$ cat src/daq_cfg.svh
`ifndef DAQ_CFG_SVH
`define DAQ_CFG_SVH

// frame geometry
`define DAQ_CH_W    12  // bits per channel sample
`define DAQ_NCH     16  // channels in one group word
`define DAQ_NGRP    6   // group words per adc frame

// top address bit picks the ping-pong half
`define DAQ_RAM_AW  10
`define DAQ_SMP_W   6   // samp_max width

// wishbone port
`define DAQ_WB_AW   16
`define DAQ_WB_DW   16

`endif

$ cat src/daq_pkg.sv
`include "daq_cfg.svh"

package daq_pkg;

	typedef logic [`DAQ_CH_W-1:0]          sample_t;
	typedef logic [`DAQ_NCH*`DAQ_CH_W-1:0] group_t;
	typedef logic [`DAQ_RAM_AW-1:0]        ram_addr_t;
	typedef logic [`DAQ_SMP_W-1:0]         smp_cnt_t;
	typedef logic [23:0]                   l1a_cnt_t;
	typedef logic [11:0]                   mtch_cnt_t;
	typedef logic [3:0]                    ovlp_cnt_t;
	typedef logic [`DAQ_WB_DW-1:0]         wb_dat_t;

	// {buf, multi_ovlp, ovrlap, ovlp_cnt, mtch_cnt, l1a_cnt}
	typedef logic [42:0] header_t;

	typedef enum logic [1:0] {
		LD_IDLE,
		LD_WAIT_FRAME,
		LD_WRITE,
		LD_DONE
	} load_state_t;

	typedef enum logic [1:0] {
		WB_IDLE,
		WB_RAM_WAIT,
		WB_ACK
	} wb_state_t;

endpackage

$ cat src/header_fifo.sv
`timescale 1ns/1ns

module header_fifo import daq_pkg::*; (
	input  logic    WRCLK,
	input  logic    srst,
	input  logic    push,
	input  header_t din,
	input  logic    pop,
	output header_t dout,
	output logic    empty,
	output logic    full
);

	header_t    mem [2];
	logic       wr_ptr;
	logic       rd_ptr;
	logic [1:0] count;
	logic       do_push;
	logic       do_pop;

	assign do_push = push & ~full;
	assign do_pop  = pop & ~empty;
	assign empty   = (count == 2'd0);
	assign full    = (count == 2'd2);
	assign dout    = mem[rd_ptr];   // show-ahead

	always_ff @(posedge WRCLK or posedge srst) begin
		if (srst) begin
			wr_ptr <= 1'b0;
			rd_ptr <= 1'b0;
			count  <= 2'd0;
		end else begin
			if (do_push)
				wr_ptr <= ~wr_ptr;
			if (do_pop)
				rd_ptr <= ~rd_ptr;
			case ({do_push, do_pop})
				2'b10:   count <= count + 1'b1;
				2'b01:   count <= count - 1'b1;
				default: count <= count;
			endcase
		end
	end

	always_ff @(posedge WRCLK) begin
		if (do_push)
			mem[wr_ptr] <= din;
	end

endmodule

$ cat config.mk
export PLATFORM = sky130hd
export DESIGN_NAME = header_fifo
export DESIGN_NICKNAME = d
export VERILOG_FILES = /design/src/daq_pkg.sv /design/src/header_fifo.sv
export VERILOG_INCLUDE_DIRS = /design/src
export SDC_FILE = /design/constraint.sdc
export NUM_CORES = 1
export LEC_CHECK = 0
export BUFFER_PORTS_ARGS = -buffer_cell sky130_fd_sc_hd__buf_2
export CORE_MARGIN = 3
export CORE_UTILIZATION = 35
export CTS_BUF_LIST = sky130_fd_sc_hd__clkbuf_2 sky130_fd_sc_hd__clkbuf_4 sky130_fd_sc_hd__clkbuf_8
export DETAILED_ROUTE_END_ITERATION = 10
export GPL_TIMING_DRIVEN = 0
export HOLD_SLACK_MARGIN = 0.08
export PLACE_DENSITY = 0.69
export SYNTH_ARGS = -nofsm -noshare
export SYNTH_HDL_FRONTEND = slang
export SYNTH_SLANG_ARGS = --single-unit
$ cat constraint.sdc
create_clock -name WRCLK -period 3.5 [get_ports WRCLK]
set_input_delay 0.175 -clock WRCLK [delete_from_list [all_inputs] [get_ports WRCLK]]
set_output_delay 0.175 -clock WRCLK [all_outputs]
set_load 0.01 [all_outputs]
## After elaboration in Yosys (flattened, before gate mapping)

Memories as Yosys holds them, arrays and structs flattened.
Index checks and enable logic that the tools add are counted.

- $add $sub $neg: 2
- Equal/unequal tests: 3
- Multiplexer cells: 3
- Bitwise gates (word level): 6
- Reduce and logical (&&, ||, !) cells: 2

Operator list:

| cell | count |
|---|---|
| == test 2 bit, second input constant | 2 |
| inverter 1 bit | 4 |
| case mux 2 bit (2 select lines) | 1 |
| adder 2 x 1 -> 2 bit, second input constant | 1 |
| AND 1 bit | 2 |
| == test 2 x 1 -> 1 bit, second input constant | 1 |
| logical NOT 2 bit | 1 |
| 2-to-1 mux 1 bit | 2 |
| nonzero test 2 bit | 1 |
| subtractor 2 x 1 -> 2 bit, second input constant | 1 |

- Bits in registers: 4
- Memory bits (writable): 86
- Input port bits: 47
- Output and inout port bits: 45
- Logic and storage cells: 20
- Memories kept: 1

Memories:

| name | depth | width | rd ports | clocked after memory_dff | write ports | line | RTL |
|---|---|---|---|---|---|---|---|
| mem | 2 | 43 | 1 | 0 | 1 | header_fifo.sv:14 | `header_t mem [2];` |

## Logic depth before layout (Yosys ltp)

Gate-level depths: netlist of run 1.

- Depth in word-level cells: 5
- Mapped depth: 6
- Gate-level depth less buffers: 6

## Worst setup path before layout of run 1

Ideal clock, no wire load.

- Kind: register -> register
- From: reg count[0]
- To: mem mem[0][0] (netlist name) (enable)
- Library setup time: 0.443 ns
- Data arrival time: 2.445 ns
- Path slack: 0.612 ns
- Stages on the path, launching flop included: 4
- Path buffers: 0
- Period minus slack after synthesis: 2.888 ns
- Cells stage by stage: dfrtp_1 > nand2b_1 > nand2_1 > nor2_1

- Cells in the longest elaborated chain, start to end: 5

RTL lines:

| what | line | RTL |
|---|---|---|
| start, declared | header_fifo.sv:17 | `logic [1:0] count;` |
| start signal, assigned | header_fifo.sv:38 | `2'b10: count <= count + 1'b1;` |
| start signal, assigned | header_fifo.sv:39 | `2'b01: count <= count - 1'b1;` |
| start signal, assigned | header_fifo.sv:40 | `default: count <= count;` |
| == test 2 bit | header_fifo.sv:24 | `assign full = (count == 2'd2);` |
| inverter 1 bit | header_fifo.sv:21 | `assign do_push = push & ~full;` |
| AND 1 bit | header_fifo.sv:21 |  |
| 2-to-1 mux 1 bit | header_fifo.sv:46 | `if (do_push)` |
| 2-to-1 mux 1 bit (not written as such) | header_fifo.sv:47 | `mem[wr_ptr] <= din;` |
| end, declared | header_fifo.sv:14 |  |

No other way between the ends.

## Worst setup path in the final report of run 1

- From: reg count[0]
- To: mem mem[0][17] (netlist name) (enable)

Same word-level chain as after synthesis.

==> results.json, run 1 <==
{
  "critical_path.max_fanout": 23,
  "via_count": 1867,
  "crit_chain": "nand2b_1, nand2_1, nor2_4, buf_12",
  "grt_setup_unrepaired": "false",
  "dieArea_um2": 11200,
  "ff2ff_setup_slack_ps": 1640,
  "rr_startpoint": "count[0]",
  "antenna_found_initial": 0,
  "synth_cell_type_count": 15,
  "routed_wl_mm": 6.22,
  "syn_avg_cell_area_um2": 22.9,
  "cts.sinks": 90,
  "max_freq_mhz": 537,
  "critPathCaptureType": "flip-flop",
  "finalSetupTns_ps": 0,
  "slew-limit-headroom_pct": 55.6,
  "numPortBuffers": 91,
  "power_leakage_nw": 1.95,
  "gp_congestion": 0.607,
  "worst_pin_slew_ps": 664,
  "syn_to_final_growth_pct": 37.6,
  "drc_errors": 0,
  "cts_buffers": 9,
  "drv_cap": 0,
  "io_pins": 92,
  "hp-class": "in -> reg",
  "grtUsageTotal_pct": 11.9,
  "path_delay_family": "simple AND/OR/NAND/NOR gates",
  "die_w_um": 106,
  "yosysWarnings": 0,
  "grt_start_max_net_pins": 24,
  "gr-total-overflow": 0,
  "numPlacedInstances": 375,
  "crit_type": "reg -> reg",
  "drive_gt1_share_pct": 51.8,
  "cpPeakStageDelay_ps": 540,
  "synth-seq-cells": 90,
  "antenna_cells": 0,
  "timing.hold.ws_ps": 197,
  "netlist_instances": 153,
  "peakVddDrop_v": 0.000397,
  "syn_nets": 201,
  "core_area_um2": 9500,
  "viasPerCell": 4.30,
  "cts_root_buf": "clkbuf_8",
  "cp_num_buf_inv": 1,
  "clockBufferDepth": 2,
  "finalCriticalPeriod_ps": 1860,
  "hpwl_mm": 3.90,
  "min_from": "pop",
  "clk_pin_slew_worst_paths_ps": 70,
  "post-route-period-util_pct": 53.2,
  "crit_required_ps": 3540,
  "hold_violations": 0,
  "slowest_stage": "nor2_4",
  "drt-pass1-iter-count": 4,
  "finClkSkew_ps": 13.3,
  "worstSkewPairLatency_ps": 350,
  "routedWlPerCell_um": 14.3,
  "cts.htree.levels": 3,
  "arrival_ps": 1900,
  "cp-start-kind": "flip-flop",
  "netlist_area_um2": 3500,
  "drt-initial-drc-count": 67,
  "row_count": 35,
  "outcome": "finished, final reports clean",
  "grt_pass1_vias": 2049,
  "crit_start": "count[0]",
  "cts_repair_resize_count": 0,
  "post-cts-setup-buffer-count": 0,
  "p_per_area_nw_per_um2": 756,
  "slew_viol_final": 0,
  "layoutNonFillerInstCount": 434,
  "ant_nets": 0,
  "p_total_mw": 3.65,
  "cts_tree": "done",
  "ys_seq_area_share_pct": 76.5,
  "die_y_um": 106,
  "grt_pass1_wl_mm": 10.1,
  "nets": 349,
  "setup_viol": 0,
  "start_util_pct": 36.9
}
[final cells by class]
| class | instances | area, um^2 |
|---|---|---|
| sequential | 90 | 2680 |
| multi-input combinational | 56 | 732 |
| tap | 129 | 161 |
| inverter | 2 | 7.51 |
| clock inverter | 5 | 80.1 |
| clock buffer | 10 | 131 |
| buffer | 5 | 91.3 |
| fill | 795 | 4680 |
| timing repair buffer | 137 | 936 |
[final timing paths]
path | end | depth (start not counted)
max | mem[0][17] | 4
max reg2reg | mem[0][17] | 4
min reg2reg | count[1] | 1
max in group asynchronous | rd_ptr | 3
min | rd_ptr | 3
min in group asynchronous | count[0] | 3
[state kept, by name (all words and copies together), names as in the netlist]
register	count
wr_ptr	1
rd_ptr	1
count	2
mem	86
[timing repair]
action / CTS / global route
endpoints found under the setup margin: 0 / 0
hold endpoints to repair: 90 / 0
hold buffers: 44 / 0
[metrics by stage]
step / worst slack [ps] / area, um^2 / util (%)
final: 1640 / 4820 / 50.7
after global placement: -606 / 4120 / 43.4
after CTS: 1570 / 4820 / 50.7
after detailed placement: 1580 / 4170 / 43.9
after global routing: 1460 / 4820 / 50.7
after floorplan: 612 / 3500 / -
[cells in the mapped netlist (all sizes together)]
master / instances / share of area [%]
and3: 1 / 0.18
buf: 5 / 2.6
dfrtp: 4 / 2.9
edfxtp: 86 / 74
ha: 1 / 0.36
inv: 2 / 0.21
mux2: 43 / 18
nand2: 1 / 0.11
nand2b: 1 / 0.18
nor2: 3 / 0.32
nor2b: 1 / 0.25
xnor2: 3 / 0.75
xor2: 2 / 0.50
[cell usage in the layout, fill, tap and decap left out, drive strengths merged]
cell type / instances
edfxtp: 86
nor2: 3
clkinvlp: 1
and3: 1
xor2: 2
ha: 1
nand2: 1
dlygate4sd3: 44
clkbuf: 10
clkinv: 2
nor2b: 1
nand2b: 1
dfrtp: 4
xnor2: 3
inv: 2
buf: 98
mux2: 43
bufinv: 2
[per-layer routing]
layer,up-vias,share of wire [%],global-route usage [%]
met1,922,39,13.0
met4,0,1.2,3.89
met5,-,0,0
met3,7,5.4,3.83
li1,884,-,-
met2,54,54,21.7
[worst min-delay path, cell delays in order]
cell	delay [ps]
buf_2	70
nor2b_2	170
xor2_1	80
[kinds of logic after synthesis]
kind of cell               Yosys count  share of synthesized area [%]
muxes                               43                           18.0
xor gates and xnor gates             5                           1.25
DFF                                 90                           76.5
buffers and inverters                7                           2.82
adders and majority gates            1                          0.357
and+or+nand+nor                      7                           1.04
[where the power goes]
part	total [mW]	leakage [nW]	internal [mW]	switching (mW)
Sequential	1.55	0.846	1.47	0.0746
Combinational	1.35	0.997	0.732	0.622
Clock	0.744	0.103	0.405	0.339
No activity file was read; power rests on OpenSTA's default activity.
==> run 2: changes to the inputs <==
- ABC_AREA: unset -> 1
- clock period: 3.5 -> 1.9 ns (I/O delays scaled with it)
==> run 2 against run 1 <==
Utilization is 0.42 points lower. Design area is 2.2% lower. Global-route usage increased by 2.5 points. Sequential power is 83% higher. Highest routed layer unchanged.
==> results.json, run 2 <==
{
  "cp-start-kind": "flip-flop",
  "gr-total-overflow": 0,
  "path_delay_family": "buffers and inverters",
  "slowest_stage": "clkinvlp_4",
  "grt_pass1_vias": 2488,
  "cp_num_buf_inv": 2,
  "yosysWarnings": 0,
  "post-route-period-util_pct": 92.0,
  "synth_area_leaders": "edfxtp_1, nand2_1, inv_1, o21ai_0, dfrtp_1",
  "grt_pass1_wl_mm": 12.2,
  "drive_gt1_share_pct": 29.6,
  "slew-limit-headroom_pct": 52.2,
  "crit_required_ps": 1810,
  "synth_most_common_cell": "edfxtp_1",
  "cts.sinks": 90,
  "finish.utilization_pct": 50.3,
  "peakVddDrop_v": 0.000538,
  "finClkSkew_ps": 11.2,
  "drt-initial-drc-count": 140,
  "synth_commonest_cells": "edfxtp_1, nand2_1, inv_1",
  "ant_nets": 0,
  "synth-main-ff-cell": "edfxtp_1",
  "syn_avg_cell_area_um2": 13.3,
  "max_freq_mhz": 572,
  "grtUsageTotal_pct": 14.4,
  "hpwl_mm": 4.24,
  "hold_violations": 0,
  "crit_chain": "nor2_1, inv_1, nand3_2, clkinvlp_4",
  "slew_viol_final": 0,
  "critical_path.max_fanout": 22,
  "die_w_um": 105,
  "hp-class": "in -> reg",
  "final_cell_area_um2": 4720,
  "cts_buffers": 9,
  "crit_type": "reg -> reg",
  "synth_top_area_share_pct": 75.3,
  "viasPerCell": 4.29,
  "multi_input_area_um2": 495,
  "die_y_um": 105,
  "dpl_cell_area_um2": 4060,
  "synth_async_sr_flop_share_pct": 4.44,
  "routed_wl_mm": 7.60,
  "drc_errors": 0,
  "cpPeakStageDelay_ps": 510,
  "cts.htree.levels": 3,
  "routedWlPerCell_um": 14.0,
  "antenna_cells": 0,
  "netlist_area_um2": 3430,
  "layout_commonest_cell": "buf_2",
  "start_util_pct": 36.6,
  "outcome": "finished, final reports clean",
  "cp.depth": 4,
  "clk_pin_slew_worst_paths_ps": 90,
  "syn_nets": 306,
  "setup_viol": 0,
  "synth_cell_type_count": 15,
  "antenna_found_initial": 0,
  "largest_reg_flops": 86,
  "finalCriticalPeriod_ps": 1750,
  "worstSkewPairLatency_ps": 340,
  "regArea_um2": 2680,
  "final_cell_mix": "buf_2, edfxtp_1, nand2_1",
  "syn_to_final_growth_pct": 37.6,
  "p_per_area_nw_per_um2": 1330,
  "cts_tree": "done",
  "cts_root_buf": "clkbuf_8",
  "core_area_um2": 9370,
  "numPortBuffers": 91,
  "ys_seq_area_share_pct": 78.2,
  "nets": 455,
  "grt_start_max_net_pins": 23,
  "via_count": 2320,
  "drt-pass1-iter-count": 4,
  "clockBufferDepth": 2,
  "gp_congestion": 0.726,
  "whs_path_depth": 3,
  "arrival_ps": 1650,
  "drv_cap": 0,
  "grt_setup_unrepaired": "false",
  "netlist_instances": 258,
  "reg2reg_depth": 4,
  "row_count": 35,
  "top_regs": "mem x86, count x2",
  "fillCellCount": 838,
  "power_leakage_nw": 2.01,
  "synth-edff-count": 86,
  "synth-seq-cells": 90,
  "worst_pin_slew_ps": 715,
  "critPathCaptureType": "flip-flop",
  "io_pins": 92,
  "yosysTopAreaCell": "edfxtp_1",
  "regMostFlops": "mem",
  "dieArea_um2": 11000
}
-- run 2: layout make-up --
cell class,instances,share of cell area [%]
clock inverters,4,0.557
plain buffers,10,1.59
inverters,53,4.30
flip-flops and latches,90,56.9
repair inverters,1,0.159
well taps,129,3.42
clock buffers,12,3.37
multi-input cells,106,10.5
repair buffers,136,19.2
-- run 2: worst register-to-register path, stage by stage (launching register included) --
cell and delay (ps):
dfrtp_1 450, nor2_1 150, inv_1 60, nand3_2 140, clkinvlp_4 510
-- run 2: report_power, final --
| group | switching, mW | internal (mW) | total (mW) |
|---|---|---|---|
| combinational | 1.45 | 0.808 | 2.26 |
| clock | 0.624 | 0.557 | 1.18 |
| sequential | 0.120 | 2.71 | 2.83 |
-- run 2: cell families (layout without fill, tap and decap cells) --
family / after synthesis / count (layout) / synth area share, %
simple gates: 59 / 60 / 6.72
fa+ha+maj: 1 / 1 / 0.365
xor+xnor: 1 / 1 / 0.256
buf+inv: 63 / 216 / 7.99
flops: 90 / 90 / 78.2
compound gates: 44 / 44 / 6.42
-- run 2: path summary, 6_finish.rpt --
path / start / to / slack (ps)
setup / recovery: count[0] / mem[0][11] / 150
hold / removal: push / wr_ptr / 100
setup reg to reg: count[0] / mem[0][11] / 150
hold reg to reg: wr_ptr / wr_ptr / 490
max in group asynchronous: srst / count[0] / 1550
min in group asynchronous: srst / wr_ptr / 190
-- run 2: what timing repair did --
item,CTS,global route
hold buffers,45,0
hold endpoints to repair,91,0
setup buffers,0,0
endpoints found under the setup margin,86,0
resized for setup,3,0
-- run 2: through the flow --
stage,hold WS (ps),instances,setup TNS (ps),power (mW),setup slack (ps)
after floorplan,-139,258,0,4.11,64.3
after global placement,-20.0,478,-17010,4.97,-249
after detailed placement,-14.1,478,-20350,5.04,-301
after CTS,83.2,541,0,6.35,118
after global routing,88.1,541,0,6.73,29.6
final,97.8,541,0,6.27,152
-- run 2: routing by layer --
| metal | track usage (%) | vias to the layer above | wire length, um |
|---|---|---|---|
| met5 | 0 | - | 0 |
| met2 | 26.2 | 74 | 4000 |
| met3 | 3.52 | 10 | 351 |
| met1 | 16.5 | 1082 | 3150 |
| met4 | 4.69 | 0 | 94 |
| li1 | - | 1154 | - |
==> run 3: changes to the inputs <==
- CELL_PAD_IN_SITES_DETAIL_PLACEMENT: unset -> 1
- CELL_PAD_IN_SITES_GLOBAL_PLACEMENT: unset -> 2
- PLACE_DENSITY: 0.69 -> 0.92
==> run 3 against run 2 <==
Fmax shrank 1.9%. Clock power grew 29%. Clock skew shrank 3.2 ps. First-iteration DRC count shrank 71%. Cell count grew 0.37%. Critical path type unchanged. Largest cell class unchanged.
==> results.json, run 3 (synthesis gave the netlist of run 2 again) <==
{
  "outcome": "finished, final reports clean",
  "cts_tree": "done",
  "regMostFlops": "mem",
  "via_count": 2403,
  "rr_startpoint": "count[1]",
  "critPathCaptureType": "flip-flop",
  "grtUsageTotal_pct": 16.3,
  "reg2reg_depth": 3,
  "gr-total-overflow": 0,
  "gp_congestion": 0.662,
  "drc_errors": 0,
  "setup_slack_ps": 118,
  "top_regs": "mem x86, count x2",
  "dieArea_um2": 11000,
  "wl_met2_mm": 4.51,
  "start_util_pct": 36.6,
  "clk_pin_slew_worst_paths_ps": 90,
  "layout_commonest_cell": "buf_2",
  "p_per_area_nw_per_um2": 1390,
  "peakVddDrop_v": 0.000610,
  "die_w_um": 105,
  "nets": 457,
  "crit_required_ps": 1870,
  "antenna_cells": 0,
  "drv_cap": 0,
  "numPortBuffers": 91,
  "hold_violations": 0,
  "slew_viol_final": 0,
  "cts_buffers": 9,
  "slowest_stage": "nor2_4",
  "hp-class": "in -> async",
  "cts_root_buf": "clkbuf_8",
  "hpwl_mm": 4.77,
  "arrival_ps": 1760,
  "core_area_um2": 9370,
  "path_delay_family": "simple AND/OR/NAND/NOR gates",
  "antenna_found_initial": 0,
  "cts.htree.levels": 3,
  "r2r-end": "mem[1][14]",
  "worst_pin_slew_ps": 758,
  "max_freq_mhz": 561,
  "largest_reg_flops": 86,
  "numPlacedInstances": 478,
  "routedWlPerCell_um": 15.5,
  "viasPerCell": 4.43,
  "grt_start_max_net_pins": 23,
  "routed_wl_mm": 8.44,
  "critical_path.max_fanout": 22,
  "post-route-period-util_pct": 93.8,
  "die_y_um": 105,
  "pre_cts_ws_ps": -322,
  "cpPeakStageDelay_ps": 660,
  "slew-limit-headroom_pct": 49.3,
  "drt-initial-drc-count": 40,
  "layoutNonFillerInstCount": 543,
  "grt_pass1_wl_mm": 13.8,
  "timing.hold.ws_ps": 179,
  "cts.sinks": 90,
  "finalCriticalPeriod_ps": 1780,
  "syn_to_final_growth_pct": 39.5,
  "cp-start-kind": "flip-flop",
  "grt_pass1_vias": 2712,
  "setup_viol": 0,
  "worstSkewPairLatency_ps": 340,
  "drive_gt1_share_pct": 30.2,
  "routed-wl-met3_um": 353,
  "crit_type": "reg -> reg",
  "clockBufferDepth": 2,
  "final_cell_mix": "buf_2, edfxtp_1, nand2_1",
  "drt-pass1-iter-count": 4,
  "ant_nets": 0,
  "met1Wirelength_mm": 3.52,
  "cp_num_buf_inv": 1,
  "grt_setup_unrepaired": "false",
  "ff2ff_setup_slack_ps": 120,
  "power_leakage_nw": 2.05,
  "row_count": 35,
  "top_layer": "met4",
  "io_pins": 92,
  "finClkSkew_ps": 8.00,
  "crit_chain": "inv_1, o21ai_1, nor2_4"
}
## run 3: layout make-up
class / count / area [um^2]
Timing Repair Buffer: 136 / 906
Fill cell: 1003 / 4590
Clock inverter: 6 / 105
Sequential cell: 90 / 2680
Clock buffer: 10 / 131
Inverter: 53 / 203
Timing Repair inverter: 3 / 22.5
Buffer: 10 / 75.1
Tap cell: 129 / 161
Multi-Input combinational cell: 106 / 495
## run 3: tightest hold or removal path: stages
cell and delay (ps):
dlygate4sd3_1 530, buf_2 120, inv_1 150
## run 3: metrics by stage
step                      setup TNS [ps]  power, mW  cell area, um^2  util [%]
after floorplan                        0       4.11             3440         -
after global placement            -16720       4.99             4060      43.3
after detailed placement          -23820       5.08             4060      43.3
after CTS                              0       6.75             4770      50.9
after global routing                   0       7.14             4780      51.0
final                                  0       6.66             4780      51.0
## run 3: how the worst max path moves through the flow
stage,from,end,slack [ps],cells past startpoint
after detailed placement,count[0],mem[0][11],-320,4
after CTS,count[0],mem[0][8],70,4
final,count[1],mem[1][14],120,3
after global routing,count[0],count[1],20,6
after global placement,count[0],mem[0][11],-250,4
after floorplan,count[0],mem[0][0],60,4
## run 3: where the power goes
group          internal (mW)  switching (mW)  leakage [nW]
sequential              2.71           0.125         0.848
clock                  0.882           0.638         0.123
combinational          0.813            1.49          1.08
total                   4.41            2.26          2.05
## run 3: per-layer routing
layer | global-route usage [%] | vias to the layer above
met3 | 4.51 | 7
met2 | 29.5 | 67
met5 | 0 | -
met1 | 19.1 | 1171
met4 | 3.84 | 0
li1 | - | 1158
## run 3: timing repair
item                                    CTS  global route
gates cloned                              3             1
endpoints found under the hold margin    91             0
endpoints found under the setup margin   86            22
setup buffers                             0             0
resized for setup                         4             1
hold buffers                             45             0
