$ cat src/daq_cfg.svh
`ifndef DAQ_CFG_SVH
`define DAQ_CFG_SVH

// frame geometry
`define DAQ_CH_W    12  // bits per channel sample
`define DAQ_NCH     16  // channels in one group word
`define DAQ_NGRP    6   // group words per adc frame

// top address bit picks the ping-pong half
`define DAQ_RAM_AW  10
`define DAQ_SMP_W   6   // samp_max width

// wishbone port
`define DAQ_WB_AW   16
`define DAQ_WB_DW   16

`endif

$ cat src/daq_pkg.sv
`include "daq_cfg.svh"

package daq_pkg;

	typedef logic [`DAQ_CH_W-1:0]          sample_t;
	typedef logic [`DAQ_NCH*`DAQ_CH_W-1:0] group_t;
	typedef logic [`DAQ_RAM_AW-1:0]        ram_addr_t;
	typedef logic [`DAQ_SMP_W-1:0]         smp_cnt_t;
	typedef logic [23:0]                   l1a_cnt_t;
	typedef logic [11:0]                   mtch_cnt_t;
	typedef logic [3:0]                    ovlp_cnt_t;
	typedef logic [`DAQ_WB_DW-1:0]         wb_dat_t;

	// {buf, multi_ovlp, ovrlap, ovlp_cnt, mtch_cnt, l1a_cnt}
	typedef logic [42:0] header_t;

	typedef enum logic [1:0] {
		LD_IDLE,
		LD_WAIT_FRAME,
		LD_WRITE,
		LD_DONE
	} load_state_t;

	typedef enum logic [1:0] {
		WB_IDLE,
		WB_RAM_WAIT,
		WB_ACK
	} wb_state_t;

endpackage

$ cat src/wb_readout.sv
`timescale 1ns/1ns
`include "daq_cfg.svh"

module wb_readout import daq_pkg::*; (
	input  logic                  WRCLK,
	input  logic                  srst,
	input  logic                  wb_cyc,
	input  logic                  wb_stb,
	input  logic                  wb_we,
	input  logic [`DAQ_WB_AW-1:0] wb_adr,
	input  wb_dat_t               wb_dat_w,
	input  logic                  rd_gnt,
	input  group_t                rd_data,
	input  header_t               hdr_out,
	input  logic                  hdr_empty,
	input  logic [1:0]            buf_busy,
	output wb_dat_t               wb_dat_r,
	output logic                  wb_ack,
	output logic                  rd_req,
	output ram_addr_t             rd_addr,
	output logic                  hdr_pop,
	output logic                  rel,
	output logic                  rel_buf
);

	localparam logic [1:0] SP_SAMPLE = 2'b00;
	localparam logic [1:0] SP_REG    = 2'b01;

	wb_state_t   state;
	logic        req;        // new transfer seen in idle
	logic        is_smp;
	logic        is_reg;
	logic [3:0]  chan;
	logic        granted;    // ram word arrives this cycle
	logic [47:0] hdr_ext;
	sample_t     smp;
	wb_dat_t     reg_dat;

	assign req     = (state == WB_IDLE) && wb_cyc && wb_stb;
	assign is_smp  = (wb_adr[15:14] == SP_SAMPLE);
	assign is_reg  = (wb_adr[15:14] == SP_REG);
	assign hdr_ext = {5'b0, hdr_out};
	assign smp     = rd_data[chan*`DAQ_CH_W +: `DAQ_CH_W];
	assign wb_ack  = (state == WB_ACK);

	// writing 1 to bit 0 of register 4 pops the header
	assign hdr_pop = req && is_reg && wb_we && (wb_adr[3:0] == 4'd4) &&
		wb_dat_w[0] && !hdr_empty;
	assign rel     = hdr_pop;
	assign rel_buf = hdr_out[42];   // buffer index of the popped header

	////////////////////////////////////////
	// register read mux
	always_comb begin
		case (wb_adr[3:0])
			4'd0:    reg_dat = wb_dat_t'({buf_busy, hdr_empty});   // status
			4'd1:    reg_dat = hdr_ext[15:0];
			4'd2:    reg_dat = hdr_ext[31:16];
			4'd3:    reg_dat = hdr_ext[47:32];
			default: reg_dat = '0;
		endcase
	end

	always_ff @(posedge WRCLK or posedge srst) begin
		if (srst) begin
			state   <= WB_IDLE;
			rd_req  <= 1'b0;
			granted <= 1'b0;
		end else begin
			case (state)
				WB_IDLE: begin
					if (req) begin
						if (is_smp && !wb_we) begin
							rd_req <= 1'b1;
							state  <= WB_RAM_WAIT;
						end else begin
							state <= WB_ACK;   // registers and ignored writes
						end
					end
				end
				WB_RAM_WAIT: begin
					if (rd_gnt) begin
						rd_req  <= 1'b0;
						granted <= 1'b1;
					end
					if (granted) begin
						granted <= 1'b0;
						state   <= WB_ACK;
					end
				end
				WB_ACK:  state <= WB_IDLE;
				default: state <= WB_IDLE;
			endcase
		end
	end

	always_ff @(posedge WRCLK) begin
		if (req) begin
			rd_addr  <= wb_adr[13:4];
			chan     <= wb_adr[3:0];
			wb_dat_r <= (is_reg && !wb_we) ? reg_dat : '0;
		end
		if (state == WB_RAM_WAIT && granted)
			wb_dat_r <= wb_dat_t'(smp);   // zero-extended channel
	end

endmodule

$ cat config.mk
export PLATFORM = sky130hd
export DESIGN_NAME = wb_readout
export DESIGN_NICKNAME = d
export VERILOG_FILES = /design/src/daq_pkg.sv /design/src/wb_readout.sv
export VERILOG_INCLUDE_DIRS = /design/src
export SDC_FILE = /design/constraint.sdc
export NUM_CORES = 1
export LEC_CHECK = 0
export ABC_AREA = 0
export BUFFER_PORTS_ARGS = -buffer_cell sky130_fd_sc_hd__buf_4
export CAP_MARGIN = 10
export CORE_AREA = 3 3 117 119
export CTS_CLUSTER_DIAMETER = 30
export DETAILED_ROUTE_END_ITERATION = 16
export DIE_AREA = 0 0 120 122
export SLEW_MARGIN = 30
export SYNTH_ARGS = -nofsm -noshare
export SYNTH_HDL_FRONTEND = slang
export SYNTH_SLANG_ARGS = --single-unit
$ cat constraint.sdc
create_clock -name WRCLK -period 2.3 [get_ports WRCLK]
set_clock_uncertainty 0.2 [all_clocks]
set_input_delay 0.46 -clock WRCLK [delete_from_list [all_inputs] [get_ports WRCLK]]
set_output_delay 0.46 -clock WRCLK [all_outputs]
set_load 0.05 [all_outputs]
# Word level (Yosys, flattened, before mapping)
# Index checks and enable logic that the tools add are counted.
[totals]
register_bits = 34
in_bits = 276
[op_classes]
multipliers = 1
n_eq_ne = 11
shift = 1
muxes = 14
n_reduce_logical = 19
[ops]
columns = ["op", "count"]
rows = [
  ["192-bit by 9-bit variable part select with 12-bit output", 1],
  ["16-bit one-hot mux with 4 select lines", 1],
  ["12-bit two-way mux", 2],
  ["16-bit two-way mux", 1],
  ["1-bit logical AND", 10],
  ["4-bit by 2-bit equality test with 1-bit output, second input constant", 2],
  ["4-bit by 2-bit multiplier with 6-bit output, second input constant", 1],
  ["2-bit two-way mux", 3],
  ["2-bit != test, second input constant", 3],
  ["1-bit two-way mux", 5],
  ["2-bit by 1-bit equality test with 1-bit output, second input constant", 2],
  ["4-bit by 1-bit equality test with 1-bit output, second input constant", 1],
  ["4-bit by 3-bit equality test with 1-bit output, second input constant", 1],
  ["2-bit zero test", 2],
  ["4-bit zero test", 1],
  ["2-bit one-hot mux with 2 select lines", 1],
  ["4-bit AND reduction", 1],
  ["2-bit nonzero test", 2],
  ["2-bit equality test, second input constant", 1],
  ["1-bit zero test", 2],
  ["2-bit by 1-bit != test with 1-bit output, second input constant", 1],
  ["1-bit one-hot mux with 2 select lines", 1],
  ["2-bit AND reduction", 1],
]

# Depth between registers and ports, before layout
# Gate-level depths: netlist of the first run.
[depth]
depth_word = 8
mapped_depth = 7
mapped_depth_nobuf = 5

# Worst setup path before layout of the first run
# OpenSTA, ideal clock, no wires.
[synth_path]
kind = "reg2out"
start = "reg state[1]"
end = "out rel"
arrival_time_ns = 3.000
required_ns = 1.640
slack_ns = -1.360
stages_incl_launch_ff = 8
path_cell_list = "dfrtp_1 clkbuf_2 or3_1 clkbuf_1 inv_1 nand4b_1 nor3_1 buf_4"
[synth_between]
elab_chain_cells = 8
[synth_lines]
columns = ["item", "line_no", "source"]
rows = [
  ["start: declaration", "wb_readout.sv:29", "wb_state_t state;"],
  ["start signal: assignment", "wb_readout.sv:66", "state <= WB_IDLE;"],
  ["start signal: assignment", "wb_readout.sv:75", "state <= WB_RAM_WAIT;"],
  ["start signal: assignment", "wb_readout.sv:77", "state <= WB_ACK;"],
  ["2-bit zero test", "wb_readout.sv:39", "assign req = (state == WB_IDLE) && wb_cyc && wb_stb;"],
  ["1-bit logical AND (2 in series)", "wb_readout.sv:39", ""],
  ["named net req", "wb_readout.sv:30", "logic req;"],
  ["1-bit logical AND (4 in series)", "wb_readout.sv:47", "assign hdr_pop = req && is_reg && wb_we && (wb_adr[3:0] == 4'd4) &&"],
  ["1-bit logical AND", "wb_readout.sv:48", "wb_dat_w[0] && !hdr_empty;"],
  ["end: declaration", "wb_readout.sv:22", "output logic rel,"],
]
# The timed path passes the listed nets, and every way through them passes these cells.

# Worst setup path after layout of the first run
[layout_path]
start = "reg state[0]"
end = "out rel"
# The elaborated chain is that of the path after synthesis.

==> results of run 1 <==
logic make-up (layout without fill, tap and decap cells):
group	after synthesis	in the layout	synth area share, %
simple gates	61	61	10.1
flops	34	34	30.7
mux	76	76	44.9
buf+inv	28	332	4.71
compound gates	42	42	9.58
critical path, delay by kind of cell, from the launching register on:
kind / cells / cell delay (ps)
buf+inv: 2 / 270
flops: 1 / 380
simple gates: 3 / 720
placed cells by master, fill, tap and decap left out, types with 4 or more instances in the layout:
cell type	count
a21oi_1	8
a22o_1	13
a22oi_1	7
a22oi_2	4
buf_4	310
clkbuf_16	8
dfrtp_1	4
dfxtp_1	4
edfxtp_1	26
mux2_2	21
mux2i_1	6
mux4_2	47
nand2_1	20
nand2b_1	5
nand3_1	11
nor2_1	8
nor2b_1	4
o21ai_0	4
state kept, by name, summed over array words and instances (netlist names):
register and count:
wb_dat_r 16, state 2, chan 4, granted 1
rd_addr 10, rd_req 1
worst min-delay path by stage:
stage | slack (ps) | start | endpoint | cells after the start
finish | 160 | wb_adr[9] | rd_addr[5]$_DFFE_PP_ | 1
global route | 150 | wb_adr[13] | rd_addr[9]$_DFFE_PP_ | 1
CTS | 150 | wb_adr[11] | rd_addr[7]$_DFFE_PP_ | 1
detailed placement | 160 | srst | rd_req$_DFFE_PP0P_ | 2
global placement | 150 | srst | rd_req$_DFFE_PP0P_ | 2
floorplan | 30 | srst | granted$_DFFE_PP0N_ | 1
final cells by class:
| class | count | share of cell area (%) |
|---|---|---|
| clock inverter | 3 | 0.274 |
| clock buffer | 5 | 2.11 |
| timing repair buffer | 321 | 42.7 |
| multi-input combinational | 179 | 34.9 |
| inverter | 3 | 0.253 |
| tap | 172 | 3.62 |
| sequential | 34 | 16.2 |
what timing repair did:
action                                  4_1_cts  5_1_grt
setup buffers                                 0        5
resized for setup                             5        7
hold endpoints to repair                      4        0
endpoints found under the setup margin        3       14
hold buffers                                  1        0
cloned                                        0        4
pin swaps                                     3        1
per-stage QoR:
step           power, W  util [%]  setup WS, ps
2_1_floorplan   0.00128         -          -522
3_3_place_gp    0.00180      44.3         -57.7
3_5_place_dp    0.00182      44.3         -59.1
4_1_cts         0.00248      45.6         -1.47
5_1_grt         0.00261      46.9         -80.8
6_report        0.00248      46.9         -10.0
report_power, final:
group	internal, W	total (W)	switching [W]
sequential	0.000726	0.000753	0.0000270
combinational	0.000628	0.00109	0.000460
clock	0.000395	0.000644	0.000249
layer usage:
metal | part of all wire [%] | GRT usage, % | vias to the layer above
met2 | 55 | 34.6 | 169
met3 | 6.3 | 3.57 | 12
li1 | - | - | 1612
met4 | 1.0 | 2.72 | 0
met5 | 0 | 0 | -
met1 | 38 | 22.6 | 1700
==> flow_metrics.env, run 1 <==
export IMPL_synthDistinctLibCells=38
export IMPL_antenna_cells=0
export IMPL_multi_input_area_um2=2070
export IMPL_violations="setup timing"
export IMPL_yosys_top_cells_count="47 x mux4_2, 26 x edfxtp_1, 21 x mux2_2, 20 x nand2_1, 13 x a22o_1"
export IMPL_die_area_um2=14600
export IMPL_grt_first_pass_wirelength_um=20600
export IMPL_start_util_pct=24.7
export IMPL_cp_endpoint="rel"
export IMPL_crit_path_max_fanout=2
export IMPL_syn_avg_cell_area_um2=13.0
export IMPL_synth_flop_cell="edfxtp_1"
export IMPL_r2r_slack_ps=60
export IMPL_register_area_um2=961
export IMPL_drc=0
export IMPL_fin_area_um2=5940
export IMPL_netlist_area_um2=3130
export IMPL_max_stage_delay_ps=390
export IMPL_die_x_um=120
export IMPL_p_per_area_nw_per_um2=418
export IMPL_nets=820
export IMPL_dr_pass1_iters=4
export IMPL_slowest_stage="or3_4"
export IMPL_timing_fmax_mhz=433
export IMPL_drv_cap=0
export IMPL_max_vdd_ir_drop_mv=0.266
export IMPL_viasPerCell=4.87
export IMPL_whs_ps=161
export IMPL_boundaryPins=307
export IMPL_hold_class="in -> reg"
export IMPL_async_flop_share_pct=11.8
export IMPL_core_area_um2=12700
export IMPL_relSlewSlack_pct=49.8
export IMPL_globalRouteOverflowTotal=0
export IMPL_final_cell_count_no_fill=717
export IMPL_start_kind="flop"
export IMPL_placementRows=41
export IMPL_ctsLongestPathBuffers=2
export IMPL_synthCells=241
export IMPL_cts_root_buffer="clkbuf_16"
export IMPL_dp_cells=699
export IMPL_area_growth_syn_to_layout_pct=89.5
export IMPL_place_area_um2=5610
export IMPL_worstReg2RegEnd="wb_dat_r[10]$_DFFE_PP_"
export IMPL_grt_pass1_vias=3661
export IMPL_path_cells="or3_4 > clkinvlp_4 > nand4b_1 > nor3_4 > buf_6"
export IMPL_grt_max_degree=34
export IMPL_p_leak_nw=2.67
export IMPL_clock_sinks=34
export IMPL_cts_buffers=5
export IMPL_htree_num_levels=2
export IMPL_required_ps=1640
export IMPL_layout_setup_ws_ps=-10.0
export IMPL_period_share_pct=100
export IMPL_yosysWarnings=0
export IMPL_wl_um=14800
export IMPL_die_y_um=122
export IMPL_cp_arrival_ps=1650
export IMPL_tns_ps=-18.5
export IMPL_drtAntennaViolNets=0
export IMPL_syn_nets=517
export IMPL_netlist_top_cell_by_area="mux4_2"
export IMPL_min_period_ps=2310
export IMPL_synth_edf_count=26
export IMPL_gp_congestion=0.813
export IMPL_tritoncts="done"
export IMPL_status="finished with violations"
export IMPL_dr_total_vias=3493
export IMPL_grt_usage_pct=18.5
export IMPL_drive_above_1_share_pct=74.3
export IMPL_drt_iter0_drc=176
export IMPL_worst_setup_path_type="reg -> out"
export IMPL_setup_viol=2
export IMPL_io_buffer_count=291
export IMPL_rsz0062_at_grt="yes"
export IMPL_synth_top_area_share_pct=33.8
export IMPL_n_fill_cell=1199
export IMPL_slew_viol_final=0
export IMPL_yosysMostFrequentCell="mux4_2"
export IMPL_synth_area_leaders="mux4_2 34%, edfxtp_1 25%, mux2_2 7.5%"
export IMPL_grt_antenna_before_repair=0
export IMPL_hold_viol=0
export IMPL_seq_area_frac_synth_pct=30.7
export IMPL_critPathCaptureType="primary output"
export IMPL_reg2reg_depth=7
export IMPL_drt_wirelength_per_cell_um=20.6
export IMPL_cts_clk_slew_worst_paths_ps=50
export IMPL_clock_latency_ps=270
export IMPL_worst_slew_pin_slew_ps=750
export IMPL_reg2reg_from="chan[0]$_DFFE_PP_"
export IMPL_synth_seq_cells=34
export IMPL_worstSetupStartpoint="state[0]$_DFFE_PP0P_"
export IMPL_hpwl_um=12500
Note: power is estimated with default switching activity, not from simulation.
==> inputs of run 2 (changes only) <==
--- a/config.mk
+++ b/config.mk
@@ -9,10 +9,12 @@
 export ABC_AREA = 0
 export BUFFER_PORTS_ARGS = -buffer_cell sky130_fd_sc_hd__buf_4
 export CAP_MARGIN = 10
-export CORE_AREA = 3 3 117 119
+export CORE_AREA = 3 3 118 120
 export CTS_CLUSTER_DIAMETER = 30
 export DETAILED_ROUTE_END_ITERATION = 16
-export DIE_AREA = 0 0 120 122
+export DIE_AREA = 0 0 121 123
+export RECOVER_POWER = 100
+export SKIP_LAST_GASP = 1
 export SLEW_MARGIN = 30
 export SYNTH_ARGS = -nofsm -noshare
 export SYNTH_HDL_FRONTEND = slang
==> constraint.sdc (replaced) <==
create_clock -name WRCLK -period 2.22 [get_ports WRCLK]
set_clock_uncertainty 0.2 [all_clocks]
set_input_delay 0.444 -clock WRCLK [delete_from_list [all_inputs] [get_ports WRCLK]]
set_output_delay 0.444 -clock WRCLK [all_outputs]
set_load 0.05 [all_outputs]
==> run 2 against run 1 <==
  * Clock power up 40%
  * Die area grew 1.7%
  * Critical path type unchanged
  * Wire length grew 2.0%
  * Register-to-register slack worse by 60 ps
  * Largest cell class unchanged
  * The flow still finishes with violations (setup timing)
  * Combinational power about the same
  * Core utilization shrank 1.2 points
  * Worst hold slack gained 10 ps
  * Critical path depth stayed put
  * Worst setup slack worse by 52 ps
==> flow_metrics.env, run 2 (synthesis gave the netlist of run 1 again) <==
export IMPL_status="finished with violations"
export IMPL_violations="setup timing"
export IMPL_path_cells="or3_4 > clkinvlp_4 > nand4b_1 > nor3_4 > buf_6"
export IMPL_layout_common_cells="272 x buf_4, 49 x mux4_2, 30 x clkbuf_1, 26 x edfxtp_1, 19 x nand2_1"
export IMPL_core_area_um2=13100
export IMPL_nets=828
export IMPL_die_y_um=123
export IMPL_io_buffer_count=291
export IMPL_layout_setup_ws_ps=-61.9
export IMPL_drc=0
export IMPL_die_x_um=121
export IMPL_ctsLongestPathBuffers=2
export IMPL_drtAntennaViolNets=0
export IMPL_worstSetupStartpoint="state[0]$_DFFE_PP0P_"
export IMPL_area_growth_syn_to_layout_pct=90.8
export IMPL_largest_reg_flops=16
export IMPL_internal_power_w=0.00203
export IMPL_grt_usage_pct=18.7
export IMPL_boundaryPins=307
export IMPL_final_common_cell="buf_4"
export IMPL_final_cell_count_no_fill=729
export IMPL_start_kind="flop"
export IMPL_cts_buffers=5
export IMPL_cts_root_buffer="clkbuf_16"
export IMPL_globalRouteOverflowTotal=0
export IMPL_period_share_pct=103
export IMPL_cp_arrival_ps=1640
export IMPL_max_vdd_ir_drop_mv=0.334
export IMPL_drt_wirelength_per_cell_um=20.7
export IMPL_hold_viol=0
export IMPL_critPathCaptureType="primary output"
export IMPL_clkPwrFrac_pct=32.1
export IMPL_power_switching_w=0.000776
export IMPL_grt_antenna_before_repair=1
export IMPL_reg2reg_from="chan[0]$_DFFE_PP_"
export IMPL_hold_class="in -> reg"
export IMPL_die_area_um2=14900
export IMPL_rsz0062_at_grt="yes"
export IMPL_drt_iter0_drc=134
export IMPL_gp_congestion=0.755
export IMPL_antenna_cells=0
export IMPL_comb_power_share_pct=39.8
export IMPL_grt_max_degree=27
export IMPL_tritoncts="done"
export IMPL_path_buf_inv=2
export IMPL_grt_first_pass_wirelength_um=21100
export IMPL_hold_start="wb_adr[13]"
export IMPL_viasPerCell=4.89
export IMPL_crit_path_max_fanout=2
export IMPL_drv_cap=0
export IMPL_slew_viol_final=0
export IMPL_dr_total_vias=3565
export IMPL_min_period_ps=2280
export IMPL_slowest_stage="or3_4"
export IMPL_clock_latency_ps=270
export IMPL_dp_cells=709
export IMPL_dr_pass1_iters=4
export IMPL_start_util_pct=24.0
export IMPL_max_stage_delay_ps=390
export IMPL_path_delay_family="simple AND/OR/NAND/NOR gates"
export IMPL_cts_clk_slew_worst_paths_ps=60
export IMPL_p_seq_share_pct=28.0
export IMPL_hpwl_um=12500
export IMPL_clock_sinks=34
export IMPL_grt_pass1_vias=3842
export IMPL_worst_slew_pin_slew_ps=665
export IMPL_setup_viol=2
export IMPL_pre_cts_ws_ps=-116
export IMPL_htree_num_levels=2
export IMPL_worst_setup_path_type="reg -> out"
export IMPL_drive_above_1_share_pct=70.5
export IMPL_timing_fmax_mhz=438
export IMPL_reg_top3="wb_dat_r (16), rd_addr (10), chan (4)"
export IMPL_p_per_area_nw_per_um2=470
export IMPL_relSlewSlack_pct=55.9
export IMPL_largest_register="wb_dat_r"
export IMPL_n_fill_cell=1267
export IMPL_wl_um=15100
export IMPL_p_leak_nw=2.63
export IMPL_placementRows=42
export IMPL_swShare_pct=27.6
export IMPL_required_ps=1580
==> run 2: changes by cell type in the layout (fill, tap and decap cells not counted), sizes merged <==
cell,before,now
buf,317,282
clkinv,2,1
clkbuf,8,51
clkinvlp,2,1
bufinv,0,2
==> run 2: final cells by class <==
type	instances	area [um2]	area share (%)
inverter	3	15.0	0.251
timing repair buffer	329	2480	41.5
multi-input combinational	179	2110	35.3
sequential	34	961	16.1
clock buffer	5	125	2.09
tap	176	220	3.68
clock inverter	3	68.8	1.15
==> run 2: routing by layer <==
layer	track usage [%]	up-vias	routed length [um]
met5	0	-	13
met1	22.5	1744	5900
li1	-	1627	-
met4	2.83	2	138
met3	5.03	12	1170
met2	34.0	180	7860
==> run 2: timing repair <==
item | in CTS | in global routing
setup buffers | 1 | 6
setup endpoints to repair | 8 | 13
hold endpoints to repair | 4 | 0
resized for setup | 5 | 21
pin swaps | 1 | 5
gates cloned | 0 | 4
hold buffers | 1 | 0
==> run 2: metrics by stage <==
step                      area [um2]  total power (W)  TNS [ps]  hold WS [ps]  util, %
final                           5980          0.00281      -124           171     45.7
after global placement          5680          0.00189      -504           142     43.4
after CTS                       5920          0.00283      -165           141     45.3
after global routing            5980          0.00294      -595           160     45.7
after floorplan                 3180          0.00134      -915          10.1        -
after detailed placement        5680          0.00190      -678           150     43.4
==> run 2: worst paths after layout <==
| kind | slack (ps) | end | cells after the start |
|---|---|---|---|
| min in group asynchronous | 410 | granted$_DFFE_PP0N_ | 3 |
| min | 170 | rd_addr[9]$_DFFE_PP_ | 1 |
| max | -60 | rel | 5 |
| min reg2reg | 260 | wb_dat_r[15]$_SDFFE_PP0P_ | 2 |
| max reg2reg | 0 | wb_dat_r[9]$_DFFE_PP_ | 7 |
| max in group asynchronous | 1260 | state[0]$_DFFE_PP0P_ | 3 |
==> run 2: power groups by stage <==
stage / Clock (W) / Combinational [W] / Sequential (W)
3_3_place_gp: 0 / 0.00109 / 0.000799
3_5_place_dp: 0 / 0.00110 / 0.000802
6_report: 0.000902 / 0.00112 / 0.000788
4_1_cts: 0.000928 / 0.00112 / 0.000788
5_1_grt: 0.000951 / 0.00119 / 0.000793
2_1_floorplan: 0 / 0.000424 / 0.000914
==> inputs of run 3 (changes only) <==
--- a/config.mk
+++ b/config.mk
@@ -9,10 +9,10 @@
 export ABC_AREA = 0
 export BUFFER_PORTS_ARGS = -buffer_cell sky130_fd_sc_hd__buf_4
 export CAP_MARGIN = 10
-export CORE_AREA = 3 3 118 120
+export CORE_AREA = 2 2 120 122
 export CTS_CLUSTER_DIAMETER = 30
 export DETAILED_ROUTE_END_ITERATION = 16
-export DIE_AREA = 0 0 121 123
+export DIE_AREA = 0 0 122 124
 export RECOVER_POWER = 100
 export SKIP_LAST_GASP = 1
 export SLEW_MARGIN = 30
==> run 3 against run 2 <==
  * The flow still finishes with violations (setup timing)
  * Cell count fell by 0.96%
  * Global-route usage fell by 0.50 points
  * Sequential power fell by 0.6%
  * Non-clock buffer count fell by 11
  * Worst hold slack got worse by 0.72 ps
  * Final area fell by 3.2%
  * Wire length fell by 3.6%
  * Critical endpoint is now hdr_pop
  * Largest power group unchanged
  * Highest routed layer is now met4
==> flow_metrics.env, run 3 (synthesis gave the netlist of run 1 again) <==
export IMPL_status="finished with violations"
export IMPL_violations="setup timing"
export IMPL_placementRows=43
export IMPL_start_kind="flop"
export IMPL_grt_max_degree=26
export IMPL_grt_pass1_vias=3645
export IMPL_dr_pass1_iters=4
export IMPL_boundaryPins=307
export IMPL_cts_root_buffer="clkbuf_16"
export IMPL_drv_cap=0
export IMPL_grt_first_pass_wirelength_um=20400
export IMPL_drtAntennaViolNets=0
export IMPL_viasPerCell=4.74
export IMPL_nets=817
export IMPL_hold_viol=0
export IMPL_drive_above_1_share_pct=68.5
export IMPL_clock_latency_ps=270
export IMPL_drt_wirelength_per_cell_um=20.1
export IMPL_antenna_cells=0
export IMPL_final_common_cell="buf_4"
export IMPL_cp_arrival_ps=1680
export IMPL_reg_top3="wb_dat_r (16), rd_addr (10), chan (4)"
export IMPL_max_vdd_ir_drop_mv=0.212
export IMPL_hold_class="in -> reg"
export IMPL_relSlewSlack_pct=55.3
export IMPL_htree_num_levels=2
export IMPL_p_per_area_nw_per_um2=441
export IMPL_critPathCaptureType="primary output"
export IMPL_drc=0
export IMPL_required_ps=1580
export IMPL_die_area_um2=15100
export IMPL_io_buffer_count=291
export IMPL_die_y_um=124
export IMPL_ctsLongestPathBuffers=2
export IMPL_p_total_w=0.00255
export IMPL_pre_cts_ws_ps=-178
export IMPL_tritoncts="done"
export IMPL_period_share_pct=104
export IMPL_p_leak_nw=2.53
export IMPL_grt_usage_pct=18.2
export IMPL_slew_viol_final=0
export IMPL_cts_clk_slew_worst_paths_ps=50
export IMPL_largest_register="wb_dat_r"
export IMPL_die_x_um=122
export IMPL_worst_slew_pin_slew_ps=673
export IMPL_clock_sinks=34
export IMPL_min_period_ps=2320
export IMPL_layout_common_cells="263 x buf_4, 47 x mux4_2, 32 x clkbuf_1, 26 x edfxtp_1, 21 x mux2_2"
export IMPL_setup_viol=2
export IMPL_rsz0062_at_grt="yes"
export IMPL_timing_fmax_mhz=431
export IMPL_globalRouteOverflowTotal=0
export IMPL_largest_reg_flops=16
export IMPL_core_area_um2=13700
export IMPL_start_util_pct=22.8
export IMPL_dr_total_vias=3419
export IMPL_wl_um=14500
export IMPL_crit_path_max_fanout=2
export IMPL_drt_iter0_drc=161
export IMPL_worst_setup_path_type="reg -> out"
export IMPL_grt_antenna_before_repair=0
export IMPL_cts_buffers=5
export IMPL_area_growth_syn_to_layout_pct=84.6
export IMPL_gp_congestion=0.865
export IMPL_layout_setup_ws_ps=-99.2
export IMPL_hpwl_um=12200
-- run 3: cell types whose count changed in the layout (fill, tap and decap cells not counted), sizes merged --
cell    previous run  this run
clkbuf            51        53
bufinv             2         0
buf              282       271
-- run 3: power by group --
group / switching, W / internal [W] / total [W]
logic: 0.000479 / 0.000606 / 0.00109
clock network: 0.000243 / 0.000444 / 0.000687
registers: 0.0000302 / 0.000753 / 0.000783
total: 0.000752 / 0.00180 / 0.00255
-- run 3: routing by layer --
layer | wire length (um) | up-vias | track usage, %
met1 | 5960 | 1619 | 22.7
met5 | 0 | - | 0
met3 | 1150 | 13 | 4.44
met2 | 7260 | 181 | 32.1
li1 | - | 1606 | -
met4 | 170 | 0 | 3.38
-- run 3: timing repair --
item / in CTS / in global routing
hold buffers: 1 / 0
setup buffers: 0 / 2
hold endpoints to repair: 4 / 0
endpoints found under the setup margin: 2 / 13
gates resized for setup: 4 / 8
pin swaps: 1 / 1
gates cloned: 0 / 2
-- run 3: worst paths after layout --
check                      slack (ps)  cells past startpoint                   endpoint                 startpoint
max                              -100                      5                    hdr_pop       state[0]$_DFFE_PP0P_
min in group asynchronous         420                      3       state[0]$_DFFE_PP0P_                       srst
max reg2reg                        30                      6      wb_dat_r[0]$_DFFE_PP_          chan[0]$_DFFE_PP_
min                               170                      1       rd_addr[9]$_DFFE_PP_                 wb_adr[13]
max in group asynchronous        1240                      3        granted$_DFFE_PP0N_                       srst
min reg2reg                       260                      2  wb_dat_r[15]$_SDFFE_PP0P_  wb_dat_r[15]$_SDFFE_PP0P_
-- run 3: worst max-delay path: stages, from the launching register on --
cell        delay, ps
dfrtp_1           370
or3_4             380
clkinvlp_4         80
nand4b_1          160
nor3_4            210
buf_6             190
-- run 3: layout make-up --
cell class	count	area, um2
Fill cell	1348	7930
Timing Repair Buffer	318	2360
Multi-Input combinational cell	179	2070
Sequential cell	34	961
Tap cell	180	225
Clock buffer	7	143
Inverter	3	15.0
Clock inverter	1	5.00
-- run 3: stage by stage --
step / cells / hold WS, ps / instance area, um2 / TNS, ps / utilization [%]
after CTS: 718 / 143 / 5840 / -235 / 42.6
after global placement: 709 / 143 / 5670 / -333 / 41.3
after floorplan: 241 / 10.1 / 3180 / -915 / -
final: 722 / 170 / 5790 / -194 / 42.2
after global routing: 722 / 165 / 5790 / -422 / 42.2
after detailed placement: 709 / 148 / 5670 / -358 / 41.3
